`src/logic/muldiv_cfg_pkg.sv`:
```
// Micro-architecture constants of the MULDIV unit.
// MUL_LATENCY must match the two register stages built into mul_pipe.

package muldiv_cfg_pkg;

    // ****************************************
    // Multiplier.
    // ****************************************
    localparam int MUL_LATENCY = 2; // Register stages from load to product.

    // ****************************************
    // Divider.
    // ****************************************
    // Step counter must hold DATA_WIDTH itself, so 6 bits for 32.
    localparam int DIV_CNT_W = 6;

endpackage

```
`src/logic/rv_m_pkg.sv`:
```
// RV32 M-extension ISA definitions shared by the RTL and the testbench model.
// Only the 32-bit base width is covered; RV64 word forms are not defined here.

package rv_m_pkg;

    // ****************************************
    // Data path width.
    // ****************************************
    localparam int DATA_WIDTH = 32; // Operand and result width.

    // ****************************************
    // funct3 field of the MULDIV instructions.
    // ****************************************
    // Bit 2 set marks a division or remainder.
    // Bit 0 set marks the unsigned divide forms (DIVU, REMU).
    // For multiplies the low two bits pick which operands are signed.
    typedef enum logic [2:0] {
        MUL    = 3'b000, // Signed x signed, low word.
        MULH   = 3'b001, // Signed x signed, high word.
        MULHSU = 3'b010, // Signed rs1 x unsigned rs2, high word.
        MULHU  = 3'b011, // Unsigned x unsigned, high word.
        DIV    = 3'b100, // Signed quotient.
        DIVU   = 3'b101, // Unsigned quotient.
        REM    = 3'b110, // Signed remainder, sign of the dividend.
        REMU   = 3'b111  // Unsigned remainder.
    } funct3_e;

endpackage
```
`src/logic/muldiv_unit.sv`:
```
// RV32 M-extension unit. The core polls busy_o after a start strobe and holds
// rs1, rs2 and funct3 until busy_o is low; c_o is combinational from them.
// A new start needs start_i low for at least one cycle in between.
`timescale 1ns/1ns

module muldiv_unit (
    input  logic                            clk,
    input  logic                            rstLow,
    input  logic [rv_m_pkg::DATA_WIDTH-1:0] rs1_i,    // Multiplicand or dividend.
    input  logic [rv_m_pkg::DATA_WIDTH-1:0] rs2_i,    // Multiplier or divisor.
    input  rv_m_pkg::funct3_e               funct3_i, // Operation select.
    input  logic                            start_i,  // Start request, level or pulse.
    output logic [rv_m_pkg::DATA_WIDTH-1:0] c_o,      // Result.
    output logic                            busy_o    // Core must stall while high.
);

    logic [rv_m_pkg::DATA_WIDTH-1:0]   a_mag;      // Operand magnitudes.
    logic [rv_m_pkg::DATA_WIDTH-1:0]   b_mag;
    logic                              a_signed;
    logic                              b_signed;
    logic                              div_zero;
    logic                              div_ovf;
    logic [2*rv_m_pkg::DATA_WIDTH-1:0] product;
    logic                              mul_done;
    logic [rv_m_pkg::DATA_WIDTH-1:0]   quotient;   // Unsigned divider results.
    logic [rv_m_pkg::DATA_WIDTH-1:0]   remainder;
    logic                              div_busy;

    logic                              start_q;    // start_i one cycle ago.
    logic                              start_acc;  // Accepted start, one per operation.
    logic                              is_div;
    logic                              special;    // x/0 or signed overflow.
    logic                              reuse;      // Remainder already computed.
    logic                              mul_load;
    logic                              div_start;
    logic                              mul_pend_q; // Product still on its way.

    logic [rv_m_pkg::DATA_WIDTH-1:0]   prev_a_q;   // Operands of the last started op.
    logic [rv_m_pkg::DATA_WIDTH-1:0]   prev_b_q;
    rv_m_pkg::funct3_e                 prev_f3_q;

    logic [rv_m_pkg::DATA_WIDTH-1:0]   q_res;      // Final quotient.
    logic [rv_m_pkg::DATA_WIDTH-1:0]   r_res;      // Final remainder.

    // ****************************************
    // Sub-blocks.
    // ****************************************
    operand_prep u_prep (
        .rs1_i      (rs1_i),
        .rs2_i      (rs2_i),
        .funct3_i   (funct3_i),
        .a_mag_o    (a_mag),
        .b_mag_o    (b_mag),
        .a_signed_o (a_signed),
        .b_signed_o (b_signed),
        .div_zero_o (div_zero),
        .div_ovf_o  (div_ovf)
    );

    mul_pipe u_mul (
        .clk        (clk),
        .rstLow     (rstLow),
        .load_i     (mul_load),
        .a_i        (rs1_i),
        .b_i        (rs2_i),
        .a_signed_i (a_signed),
        .b_signed_i (b_signed),
        .product_o  (product),
        .done_o     (mul_done)
    );

    div_restoring u_div (
        .clk         (clk),
        .rstLow      (rstLow),
        .start_i     (div_start),
        .dividend_i  (a_mag),
        .divisor_i   (b_mag),
        .quotient_o  (quotient),
        .remainder_o (remainder),
        .busy_o      (div_busy)
    );

    // ****************************************
    // Start control.
    // ****************************************
    always_ff @(posedge clk or negedge rstLow) begin
        if (!rstLow) begin
            start_q    <= 1'b0;
            mul_pend_q <= 1'b0;
        end else begin
            start_q <= start_i;
            if (mul_load) begin
                mul_pend_q <= 1'b1; // A new load wins over an old done.
            end else if (mul_done) begin
                mul_pend_q <= 1'b0;
            end
        end
    end

    assign start_acc = start_i & ~start_q; // Rising edge only.
    assign is_div    = funct3_i[2];
    assign special   = div_zero | div_ovf;  // div_ovf is already signed-only.

    // REM after DIV, or REMU after DIVU, on the same operands.
    assign reuse = (((funct3_i == rv_m_pkg::REM)  && (prev_f3_q == rv_m_pkg::DIV)) ||
                    ((funct3_i == rv_m_pkg::REMU) && (prev_f3_q == rv_m_pkg::DIVU)))
                 && (rs1_i == prev_a_q) && (rs2_i == prev_b_q);

    assign mul_load  = start_acc & ~is_div;
    assign div_start = start_acc & is_div & ~special & ~reuse;

    // Start cycle, then multiplier or divider in flight.
    assign busy_o = mul_load | div_start | (mul_pend_q & ~mul_done) | div_busy;

    // ****************************************
    // Remainder reuse history.
    // ****************************************
    // A reuse leaves the history as it was, so REM can repeat.
    always_ff @(posedge clk or negedge rstLow) begin
        if (!rstLow) begin
            prev_a_q  <= '0;
            prev_b_q  <= '0;
            prev_f3_q <= rv_m_pkg::MUL;
        end else if (start_acc && !reuse) begin
            prev_a_q  <= rs1_i;
            prev_b_q  <= rs2_i;
            prev_f3_q <= funct3_i;
        end
    end

    // ****************************************
    // Sign correction and result select.
    // ****************************************
    always_comb begin
        if (div_zero) begin
            q_res = '1;     // x/0 gives all ones.
        end else if (div_ovf) begin
            q_res = rs1_i;  // -2^31 / -1 wraps to -2^31.
        end else if (a_signed && b_signed &&
                     (rs1_i[rv_m_pkg::DATA_WIDTH-1] ^ rs2_i[rv_m_pkg::DATA_WIDTH-1])) begin
            q_res = ~quotient + 1'b1;
        end else begin
            q_res = quotient;
        end

        if (div_zero) begin
            r_res = rs1_i;  // Remainder of x/0 is the dividend.
        end else if (div_ovf) begin
            r_res = '0;
        end else if (a_signed && rs1_i[rv_m_pkg::DATA_WIDTH-1]) begin
            r_res = ~remainder + 1'b1; // Sign follows the dividend.
        end else begin
            r_res = remainder;
        end
    end

    always_comb begin
        case (funct3_i)
            rv_m_pkg::MUL:                   c_o = product[rv_m_pkg::DATA_WIDTH-1:0];
            rv_m_pkg::DIV, rv_m_pkg::DIVU:   c_o = q_res;
            rv_m_pkg::REM, rv_m_pkg::REMU:   c_o = r_res;
            default: c_o = product[2*rv_m_pkg::DATA_WIDTH-1:rv_m_pkg::DATA_WIDTH]; // MULH forms.
        endcase
    end

    // No operation is accepted while a product or a quotient is still on its way.
    a_no_start_in_flight : assert property (@(posedge clk) disable iff (!rstLow)
        start_acc |-> !(mul_pend_q && !mul_done) && !div_busy)
        else $error("muldiv_unit: start accepted while an operation is in flight");

endmodule

```
`src/logic/div_restoring.sv`:
```
// Iterative unsigned restoring divider, one quotient bit per cycle.
// Operands are magnitudes; sign handling and x/0 belong to the caller.
// Outputs hold their value after busy falls until the next start.
`timescale 1ns/1ns

module div_restoring (
    input  logic                            clk,
    input  logic                            rstLow,
    input  logic                            start_i,     // One-cycle start pulse.
    input  logic [rv_m_pkg::DATA_WIDTH-1:0] dividend_i,
    input  logic [rv_m_pkg::DATA_WIDTH-1:0] divisor_i,
    output logic [rv_m_pkg::DATA_WIDTH-1:0] quotient_o,
    output logic [rv_m_pkg::DATA_WIDTH-1:0] remainder_o,
    output logic                            busy_o       // High while stepping.
);

    typedef enum logic {
        IDLE,
        RUN
    } state_e;

    typedef logic [muldiv_cfg_pkg::DIV_CNT_W-1:0] cnt_t;

    state_e                          state_q;
    cnt_t                            cnt_q;     // Steps still to go.
    logic [rv_m_pkg::DATA_WIDTH-1:0] rem_q;     // Partial remainder.
    logic [rv_m_pkg::DATA_WIDTH-1:0] quot_q;    // Dividend bits out, quotient bits in.
    logic [rv_m_pkg::DATA_WIDTH-1:0] divisor_q; // Latched divisor.
    logic [rv_m_pkg::DATA_WIDTH:0]   trial;     // Remainder with next dividend bit.
    logic [rv_m_pkg::DATA_WIDTH:0]   diff;      // Trial minus divisor.

    // ****************************************
    // Control FSM.
    // ****************************************
    always_ff @(posedge clk or negedge rstLow) begin
        if (!rstLow) begin
            state_q <= IDLE;
            cnt_q   <= '0;
        end else begin
            case (state_q)
                IDLE: begin
                    if (start_i) begin
                        state_q <= RUN;
                        cnt_q   <= cnt_t'(rv_m_pkg::DATA_WIDTH); // One step per bit.
                    end
                end
                RUN: begin
                    cnt_q <= cnt_q - 1'b1;
                    if (cnt_q == cnt_t'(1)) begin
                        state_q <= IDLE; // Last step done on this edge.
                    end
                end
                default: state_q <= IDLE;
            endcase
        end
    end

    // ****************************************
    // Datapath.
    // ****************************************
    assign trial = {rem_q, quot_q[rv_m_pkg::DATA_WIDTH-1]};
    assign diff  = trial - {1'b0, divisor_q};

    always_ff @(posedge clk) begin
        if (start_i && (state_q == IDLE)) begin
            rem_q     <= '0;
            quot_q    <= dividend_i;
            divisor_q <= divisor_i;
        end else if (state_q == RUN) begin
            if (!diff[rv_m_pkg::DATA_WIDTH]) begin
                rem_q  <= diff[rv_m_pkg::DATA_WIDTH-1:0]; // Divisor fits, keep difference.
                quot_q <= {quot_q[rv_m_pkg::DATA_WIDTH-2:0], 1'b1};
            end else begin
                rem_q  <= trial[rv_m_pkg::DATA_WIDTH-1:0]; // Restore.
                quot_q <= {quot_q[rv_m_pkg::DATA_WIDTH-2:0], 1'b0};
            end
        end
    end

    assign quotient_o  = quot_q;
    assign remainder_o = rem_q;
    assign busy_o      = (state_q == RUN);

    // The caller must wait for busy to fall before a new start.
    a_no_start_busy : assert property (@(posedge clk) disable iff (!rstLow)
        start_i |-> !busy_o)
        else $error("div_restoring: start while busy");

    // Busy from the edge after start for exactly DATA_WIDTH cycles.
    a_busy_length : assert property (@(posedge clk) disable iff (!rstLow)
        start_i |=> busy_o [*rv_m_pkg::DATA_WIDTH] ##1 !busy_o)
        else $error("div_restoring: wrong busy length");

endmodule

```
`src/logic/mul_pipe.sv`:
```
// Two-stage 33x33 multiplier covering signed, mixed and unsigned products.
// Product registers load only on a valid stage and hold until the next load.
`timescale 1ns/1ns

module mul_pipe (
    input  logic                              clk,
    input  logic                              rstLow,
    input  logic                              load_i,     // Capture operands this cycle.
    input  logic [rv_m_pkg::DATA_WIDTH-1:0]   a_i,        // Raw rs1.
    input  logic [rv_m_pkg::DATA_WIDTH-1:0]   b_i,        // Raw rs2.
    input  logic                              a_signed_i, // Sign-extend a.
    input  logic                              b_signed_i, // Sign-extend b.
    output logic [2*rv_m_pkg::DATA_WIDTH-1:0] product_o,  // Full 64-bit product.
    output logic                              done_o      // Product valid pulse.
);

    logic signed [rv_m_pkg::DATA_WIDTH:0]     a_ext_q;   // Stage one, 33 bits.
    logic signed [rv_m_pkg::DATA_WIDTH:0]     b_ext_q;
    logic signed [2*rv_m_pkg::DATA_WIDTH+1:0] prod_full; // 66-bit signed product.
    logic [muldiv_cfg_pkg::MUL_LATENCY-1:0]   load_sr;   // Load strobe per stage.

    // Stage one. The extra top bit makes every form a signed multiply.
    always_ff @(posedge clk) begin
        if (load_i) begin
            a_ext_q <= {a_signed_i & a_i[rv_m_pkg::DATA_WIDTH-1], a_i};
            b_ext_q <= {b_signed_i & b_i[rv_m_pkg::DATA_WIDTH-1], b_i};
        end
    end

    assign prod_full = a_ext_q * b_ext_q;

    // Stage two. Top two bits are pure sign copies.
    always_ff @(posedge clk) begin
        if (load_sr[0]) begin
            product_o <= prod_full[2*rv_m_pkg::DATA_WIDTH-1:0];
        end
    end

    // Strobe travels alongside the data.
    always_ff @(posedge clk or negedge rstLow) begin
        if (!rstLow) begin
            load_sr <= '0;
        end else begin
            load_sr <= {load_sr[muldiv_cfg_pkg::MUL_LATENCY-2:0], load_i};
        end
    end

    assign done_o = load_sr[muldiv_cfg_pkg::MUL_LATENCY-1]; // Product now on product_o.

    // Every load produces its done exactly MUL_LATENCY cycles later.
    a_done_latency : assert property (@(posedge clk) disable iff (!rstLow)
        load_i |-> ##(muldiv_cfg_pkg::MUL_LATENCY) done_o)
        else $error("mul_pipe: done did not follow load");

endmodule

```
`src/logic/operand_prep.sv`:
```
// Operand decode for the MULDIV unit, purely combinational.
// The divide-by-zero flag is raised for any operation; the caller gates it.
`timescale 1ns/1ns

module operand_prep (
    input  logic [rv_m_pkg::DATA_WIDTH-1:0] rs1_i,      // Multiplicand or dividend.
    input  logic [rv_m_pkg::DATA_WIDTH-1:0] rs2_i,      // Multiplier or divisor.
    input  rv_m_pkg::funct3_e               funct3_i,   // Operation select.
    output logic [rv_m_pkg::DATA_WIDTH-1:0] a_mag_o,    // Magnitude of rs1.
    output logic [rv_m_pkg::DATA_WIDTH-1:0] b_mag_o,    // Magnitude of rs2.
    output logic                            a_signed_o, // rs1 read as signed.
    output logic                            b_signed_o, // rs2 read as signed.
    output logic                            div_zero_o, // Divisor is zero.
    output logic                            div_ovf_o   // Signed overflow, -2^31 / -1.
);

    logic signed_div; // DIV or REM.
    logic a_neg;      // rs1 is a negative signed value.
    logic b_neg;      // rs2 is a negative signed value.

    // ****************************************
    // Signedness per operation.
    // ****************************************
    always_comb begin
        case (funct3_i)
            rv_m_pkg::MUL, rv_m_pkg::MULH, rv_m_pkg::DIV, rv_m_pkg::REM: begin
                a_signed_o = 1'b1;
                b_signed_o = 1'b1;
            end
            rv_m_pkg::MULHSU: begin
                a_signed_o = 1'b1; // Only rs1 carries a sign.
                b_signed_o = 1'b0;
            end
            default: begin
                a_signed_o = 1'b0; // MULHU, DIVU, REMU.
                b_signed_o = 1'b0;
            end
        endcase
    end

    assign signed_div = funct3_i[2] & ~funct3_i[0];

    // Two's complement magnitudes for the unsigned divider core.
    assign a_neg   = a_signed_o & rs1_i[rv_m_pkg::DATA_WIDTH-1];
    assign b_neg   = b_signed_o & rs2_i[rv_m_pkg::DATA_WIDTH-1];
    assign a_mag_o = a_neg ? (~rs1_i + 1'b1) : rs1_i;
    assign b_mag_o = b_neg ? (~rs2_i + 1'b1) : rs2_i;

    // Special cases answered without running the divider.
    assign div_zero_o = (rs2_i == '0);
    // Quotient 2^31 does not fit a signed word.
    assign div_ovf_o  = signed_div
                      & (rs1_i == {1'b1, {(rv_m_pkg::DATA_WIDTH-1){1'b0}}})
                      & (&rs2_i);

endmodule

```
`config.mk`:
```
export PLATFORM = sky130hd
export DESIGN_NAME = muldiv_unit
export DESIGN_NICKNAME = d
export VERILOG_FILES = /design/src/logic/muldiv_cfg_pkg.sv /design/src/logic/rv_m_pkg.sv /design/src/logic/muldiv_unit.sv /design/src/logic/div_restoring.sv /design/src/logic/mul_pipe.sv /design/src/logic/operand_prep.sv
export SDC_FILE = /design/constraint.sdc
export NUM_CORES = 2
export LEC_CHECK = 0
export BUFFER_PORTS_ARGS = -buffer_cell sky130_fd_sc_hd__buf_2
export CORE_MARGIN = 1
export CORE_UTILIZATION = 40
export CTS_CLUSTER_DIAMETER = 40
export DETAILED_ROUTE_END_ITERATION = 16
export GPL_ROUTABILITY_DRIVEN = 0
export SLEW_MARGIN = 15
export SYNTH_ARGS = -nofsm -noshare
export SYNTH_HDL_FRONTEND = slang
export SYNTH_SLANG_ARGS = --single-unit
export TNS_END_PERCENT = 50
```
`constraint.sdc`:
```
create_clock -name clk -period 9 [get_ports clk]
set_input_delay 1.35 -clock clk [delete_from_list [all_inputs] [get_ports clk]]
set_output_delay 1.35 -clock clk [all_outputs]
set_load 0.01 [all_outputs]
```
==> flow_results.org <==
** Run status
- The flow ran to the end, and the final reports show no timing, DRC or antenna violations.

** Cells and area
- The area growth from synthesis to layout is 8.42%.
- The finished cells cover 59,800 um2.
- Filler instances :: 13,200
- Layout Nets :: 7,226
- Cells with a size suffix above 1 make up under 10% of the layout.
- Footprint of the multi-input gates :: 41,200 um2
- Sequential cell area in the final layout :: 8420 um2

** Placed design
- Worst-case setup slack after placement :: 0.330 ns
- Summing all placed instances gives a cell area of 57,900 um2.
- Detailed placement ended at an HPWL of 130,000 um.
- During placement, the flow inserted port buffers numbering 102.

** Critical path
- On the critical path the largest part of the delay comes from adder cells.
- The startpoint identified for the worst register-to-register timing path is u_mul.b_ext_q[0].
- CP Buf/Inv Count :: 4
- STA classifies the critical path startpoint as a flip-flop.
- STA puts the critical path data required time at 9.33 ns.
- For this design, the slowest cell found on the critical path is sky130_fd_sc_hd__fa_1.
- The worst setup path is captured at a flip-flop.
- Data arrives at the worst endpoint at between 8 and 9 ns.
- Worst Path Max Fanout :: 11
- Worst Setup Path Type :: flip-flop to flip-flop
- For this run, the slowest stage of the critical path takes 0.81 ns.
- In this run the register-to-register setup slack is 0.39 ns.
- Reg2reg path depth :: 23
- In this run the critical register-to-register path is captured at u_mul.product_o[63].
- The critical path goes through buf_4 -> nand2_1 -> inv_1 -> fa_1 -> fa_1 -> fa_1 -> fa_1 -> fa_1 -> fa_1 -> fa_1 -> inv_1 -> fa_1 -> inv_1 -> ha_1 -> a21o_1 -> o41ai_1 -> o211ai_1 -> a41o_1 -> a41o_1 -> a31o_2 -> a311o_1 -> mux2i_1 -> nand4_1.
- By instance count, the cell type seen most on the critical path is sky130_fd_sc_hd__fa_1.

** Yosys
- By count the netlist is led by sky130_fd_sc_hd__inv_1, sky130_fd_sc_hd__fa_1, sky130_fd_sc_hd__nand2_1.
- Post-synthesis cell count :: ~5,800
- Post-synth top flop :: sky130_fd_sc_hd__edfxtp_1
- Count leader, synth :: sky130_fd_sc_hd__inv_1
- Count of state elements after synthesis :: 304
- Post-synthesis cell area :: 55,200 um2
- Ys async rst share :: between 20 and 30%
- The synthesized design contains just under 200 enable-type register cells.
- In this run, distinct cell masters in the synthesized netlist total just over 90.
- After synthesis, the mean cell area works out to roughly 9.5 um2.
- Yosys attributes the largest share of cell area to sky130_fd_sc_hd__fa_1, sky130_fd_sc_hd__edfxtp_1, sky130_fd_sc_hd__inv_1.
- Net count after synthesis :: 7,234
- In this run the biggest area consumer among cell types represents 40.8% of the synthesized area.
- Sequential cell area fraction in the yosys report :: 15.3%
- For this run, the number of Yosys warnings is 0.
- The biggest area contributor in the post-synthesis netlist is sky130_fd_sc_hd__fa_1.

** Drt
- After detailed routing, the number of remaining DRC violations is 0.
- Routed via count divided by cell count :: about 5.2
- The final layout contains routed wiring with a total length of roughly 160,000 um.
- Drt first pass iters :: 5
- Count of antenna-violating nets left after detailed routing :: 0
- After detailed routing, the average wire length per cell comes to 21.0 um.
- Detailed Route Iter0 Violations :: 2,919
- For this block, the via count after detailed routing is ~40,000.

** Die
- The die covers 139,000 um2.
- For this design the top-level I/O count stands at 103.
- The floorplan has between 100 and 150 rows.
- Overall die width :: 373 um
- The die is 373 um tall.
- The floorplan step defined a core boundary enclosing 136,000 um2.
- For this configuration, the core starts out at a cell density of 40.5%.

** Job
- Reported max-cap violation count :: 0

** Clock tree
- No sink is reached through more buffers than the 3 on the longest clock path.
- In this run, CTS created clock tree buffers numbering between 50 and 60.
- TritonCTS sink count :: 304
- # hold bufs at CTS :: 0
- CTS clk-pin slew, worst paths :: 0.06 ns
- H-Tree Depth :: 2
- CTS tree :: built
- The cell sitting at the root of the clock tree is a sky130_fd_sc_hd__clkbuf_16.
- Clock latency on the worst-skew pair, taken at its later pin, is 0.62 ns.

** Timing
- Crit path time final :: 8.61 ns
- Number of setup violations in the final report :: 0
- Summed over all failing endpoints, the final setup total negative slack is 0 ns.
- Worst Max-Slew Pin Slew :: 1.11 ns
- The number of slew-limit violations in the final report was 0.
- Final worst hold slack :: 0.448 ns
- Unrepaired setup endpoints after global routing :: false
- Final worst path period share :: 95.7%
- Worst setup slack after layout :: 0.391 ns
- The worst pin sits at a relative slew slack of roughly a quarter.
- Between clock sinks in the finished design, the worst skew comes to between 0.03 and 0.04 ns.
- Fmax :: between 100 and 150 MHz
- Hold Violations, Final :: 0

** Global routing
- Entering global routing, the biggest net connects 92 pins.
- Global routing consumed, on the met3 layer, between 2 and 3% of the routing resources.
- Number of global-route vias before repair :: roughly 43,000
- Global-route wire length before repair :: 252,000 um
- The global routing stage identified its most utilized layer as met2.
- Global-route met2 utilization :: between 30 and 40%
- Met1 global-route usage :: between 30% and 40%
- Total global routing track utilization :: 23.4%
- The number of antenna violations at the first check in global routing came to 15.
- Remaining Overflow, GRT :: 0

** Worst hold path
- The startpoint identified for the worst hold timing path is u_mul.load_sr[1].
- The tightest min-delay check is of the flip-flop to flip-flop type.
- Sink of the worst hold path :: mul_pend_q
- Along the worst hold path, the cell count comes to 1.
==> layout make-up <==
| class | instances | area share (%) |
|---|---|---|
| inverter | 1173 | 7.36 |
| clock buffer | 65 | 2.50 |
| sequential | 304 | 14.1 |
| antenna | 3 | 0.0125 |
| tap | 1781 | 3.72 |
| multi-input combinational | 4004 | 68.8 |
| clock inverter | 37 | 0.656 |
| timing repair buffer | 242 | 2.83 |
==> how the worst max path moves through the flow <==
stage                     slack, ns             endpoint  depth (start not counted)               from
final                          0.39  u_mul.product_o[63]                         23   u_mul.b_ext_q[0]
after floorplan                0.88  u_mul.product_o[63]                         26  u_mul.a_ext_q[32]
after CTS                      0.29  u_mul.product_o[62]                         26  u_mul.b_ext_q[11]
after detailed placement       0.33  u_mul.product_o[62]                         26  u_mul.b_ext_q[11]
after global placement         0.43  u_mul.product_o[63]                         24   u_mul.b_ext_q[0]
after global routing           0.06  u_mul.product_o[63]                         24   u_mul.b_ext_q[0]
==> metrics by stage <==
step                      cells  util, %
after floorplan            5787        -
after global placement     7498     42.5
after detailed placement   7498     42.5
after CTS                  7600     43.9
after global routing       7606     44.0
final                      7609     44.0
==> worst reg2reg max path: stages, from the launching register on <==
cell and delay (ns):
sky130_fd_sc_hd__edfxtp_1 0.56, sky130_fd_sc_hd__buf_4 0.25, sky130_fd_sc_hd__nand2_1 0.11, sky130_fd_sc_hd__inv_1 0.10, sky130_fd_sc_hd__fa_1 0.58, sky130_fd_sc_hd__fa_1 0.57
sky130_fd_sc_hd__fa_1 0.81, sky130_fd_sc_hd__fa_1 0.53, sky130_fd_sc_hd__fa_1 0.50, sky130_fd_sc_hd__fa_1 0.50, sky130_fd_sc_hd__fa_1 0.50, sky130_fd_sc_hd__inv_1 0.05
sky130_fd_sc_hd__fa_1 0.52, sky130_fd_sc_hd__inv_1 0.06, sky130_fd_sc_hd__ha_1 0.39, sky130_fd_sc_hd__a21o_1 0.23, sky130_fd_sc_hd__o41ai_1 0.40, sky130_fd_sc_hd__o211ai_1 0.15
sky130_fd_sc_hd__a41o_1 0.29, sky130_fd_sc_hd__a41o_1 0.29, sky130_fd_sc_hd__a31o_2 0.27, sky130_fd_sc_hd__a311o_1 0.40, sky130_fd_sc_hd__mux2i_1 0.17, sky130_fd_sc_hd__nand4_1 0.10
==> flip-flops by register name, indices dropped and copies added (netlist names), 2 cells and up <==
name	cells
prev_b_q	32
u_mul.product_o	64
prev_a_q	32
u_mul.load_sr	2
prev_f3_q	3
u_mul.a_ext_q	33
u_div.quotient_o	32
u_div.divisor_q	32
u_mul.b_ext_q	33
u_div.remainder_o	32
u_div.cnt_q	6
==> layout by cell type (no fill, tap or decap), drive strengths merged, types with 22 or more instances in the layout <==
cell type     n
ha          251
a21o         52
nand2       725
nor3         39
o31ai        27
and2        551
nor2        129
mux2         47
fa         1126
o22ai        29
edfxtp      194
buf         242
nand4        27
a21oi       153
nor4         22
xor2        104
dfxtp        32
dfrtp        78
clkbuf       65
o21ai       191
nand3        38
inv        1185
nor2b        35
xnor2       156
mux2i        55
==> kinds of logic after synthesis <==
kind of cell	Yosys count	synth area share [%]
AOI/OAI and AO/OA	622	7.15
xor gates and xnor gates	260	4.16
adders and majority gates	1377	46.5
buffers and inverters	1479	10.2
DFF	304	15.3
muxes	102	1.96
and+or+nand+nor	1643	14.8
==> metal layers <==
layer	vias up	wire, um
li1	17700	-
met4	6	5920
met5	-	34
met1	20700	68500
met2	1242	76500
met3	272	9000
==> timing repair <==
item | 4_1_cts | 5_1_grt
resized for setup | 0 | 2
setup endpoints to repair | 0 | 4
buffers inserted | 0 | 6
hold endpoints to repair | 0 | 0
Power is not shown: default switching activity piles up to over one toggle a cycle in this logic, so the estimate is an artifact.
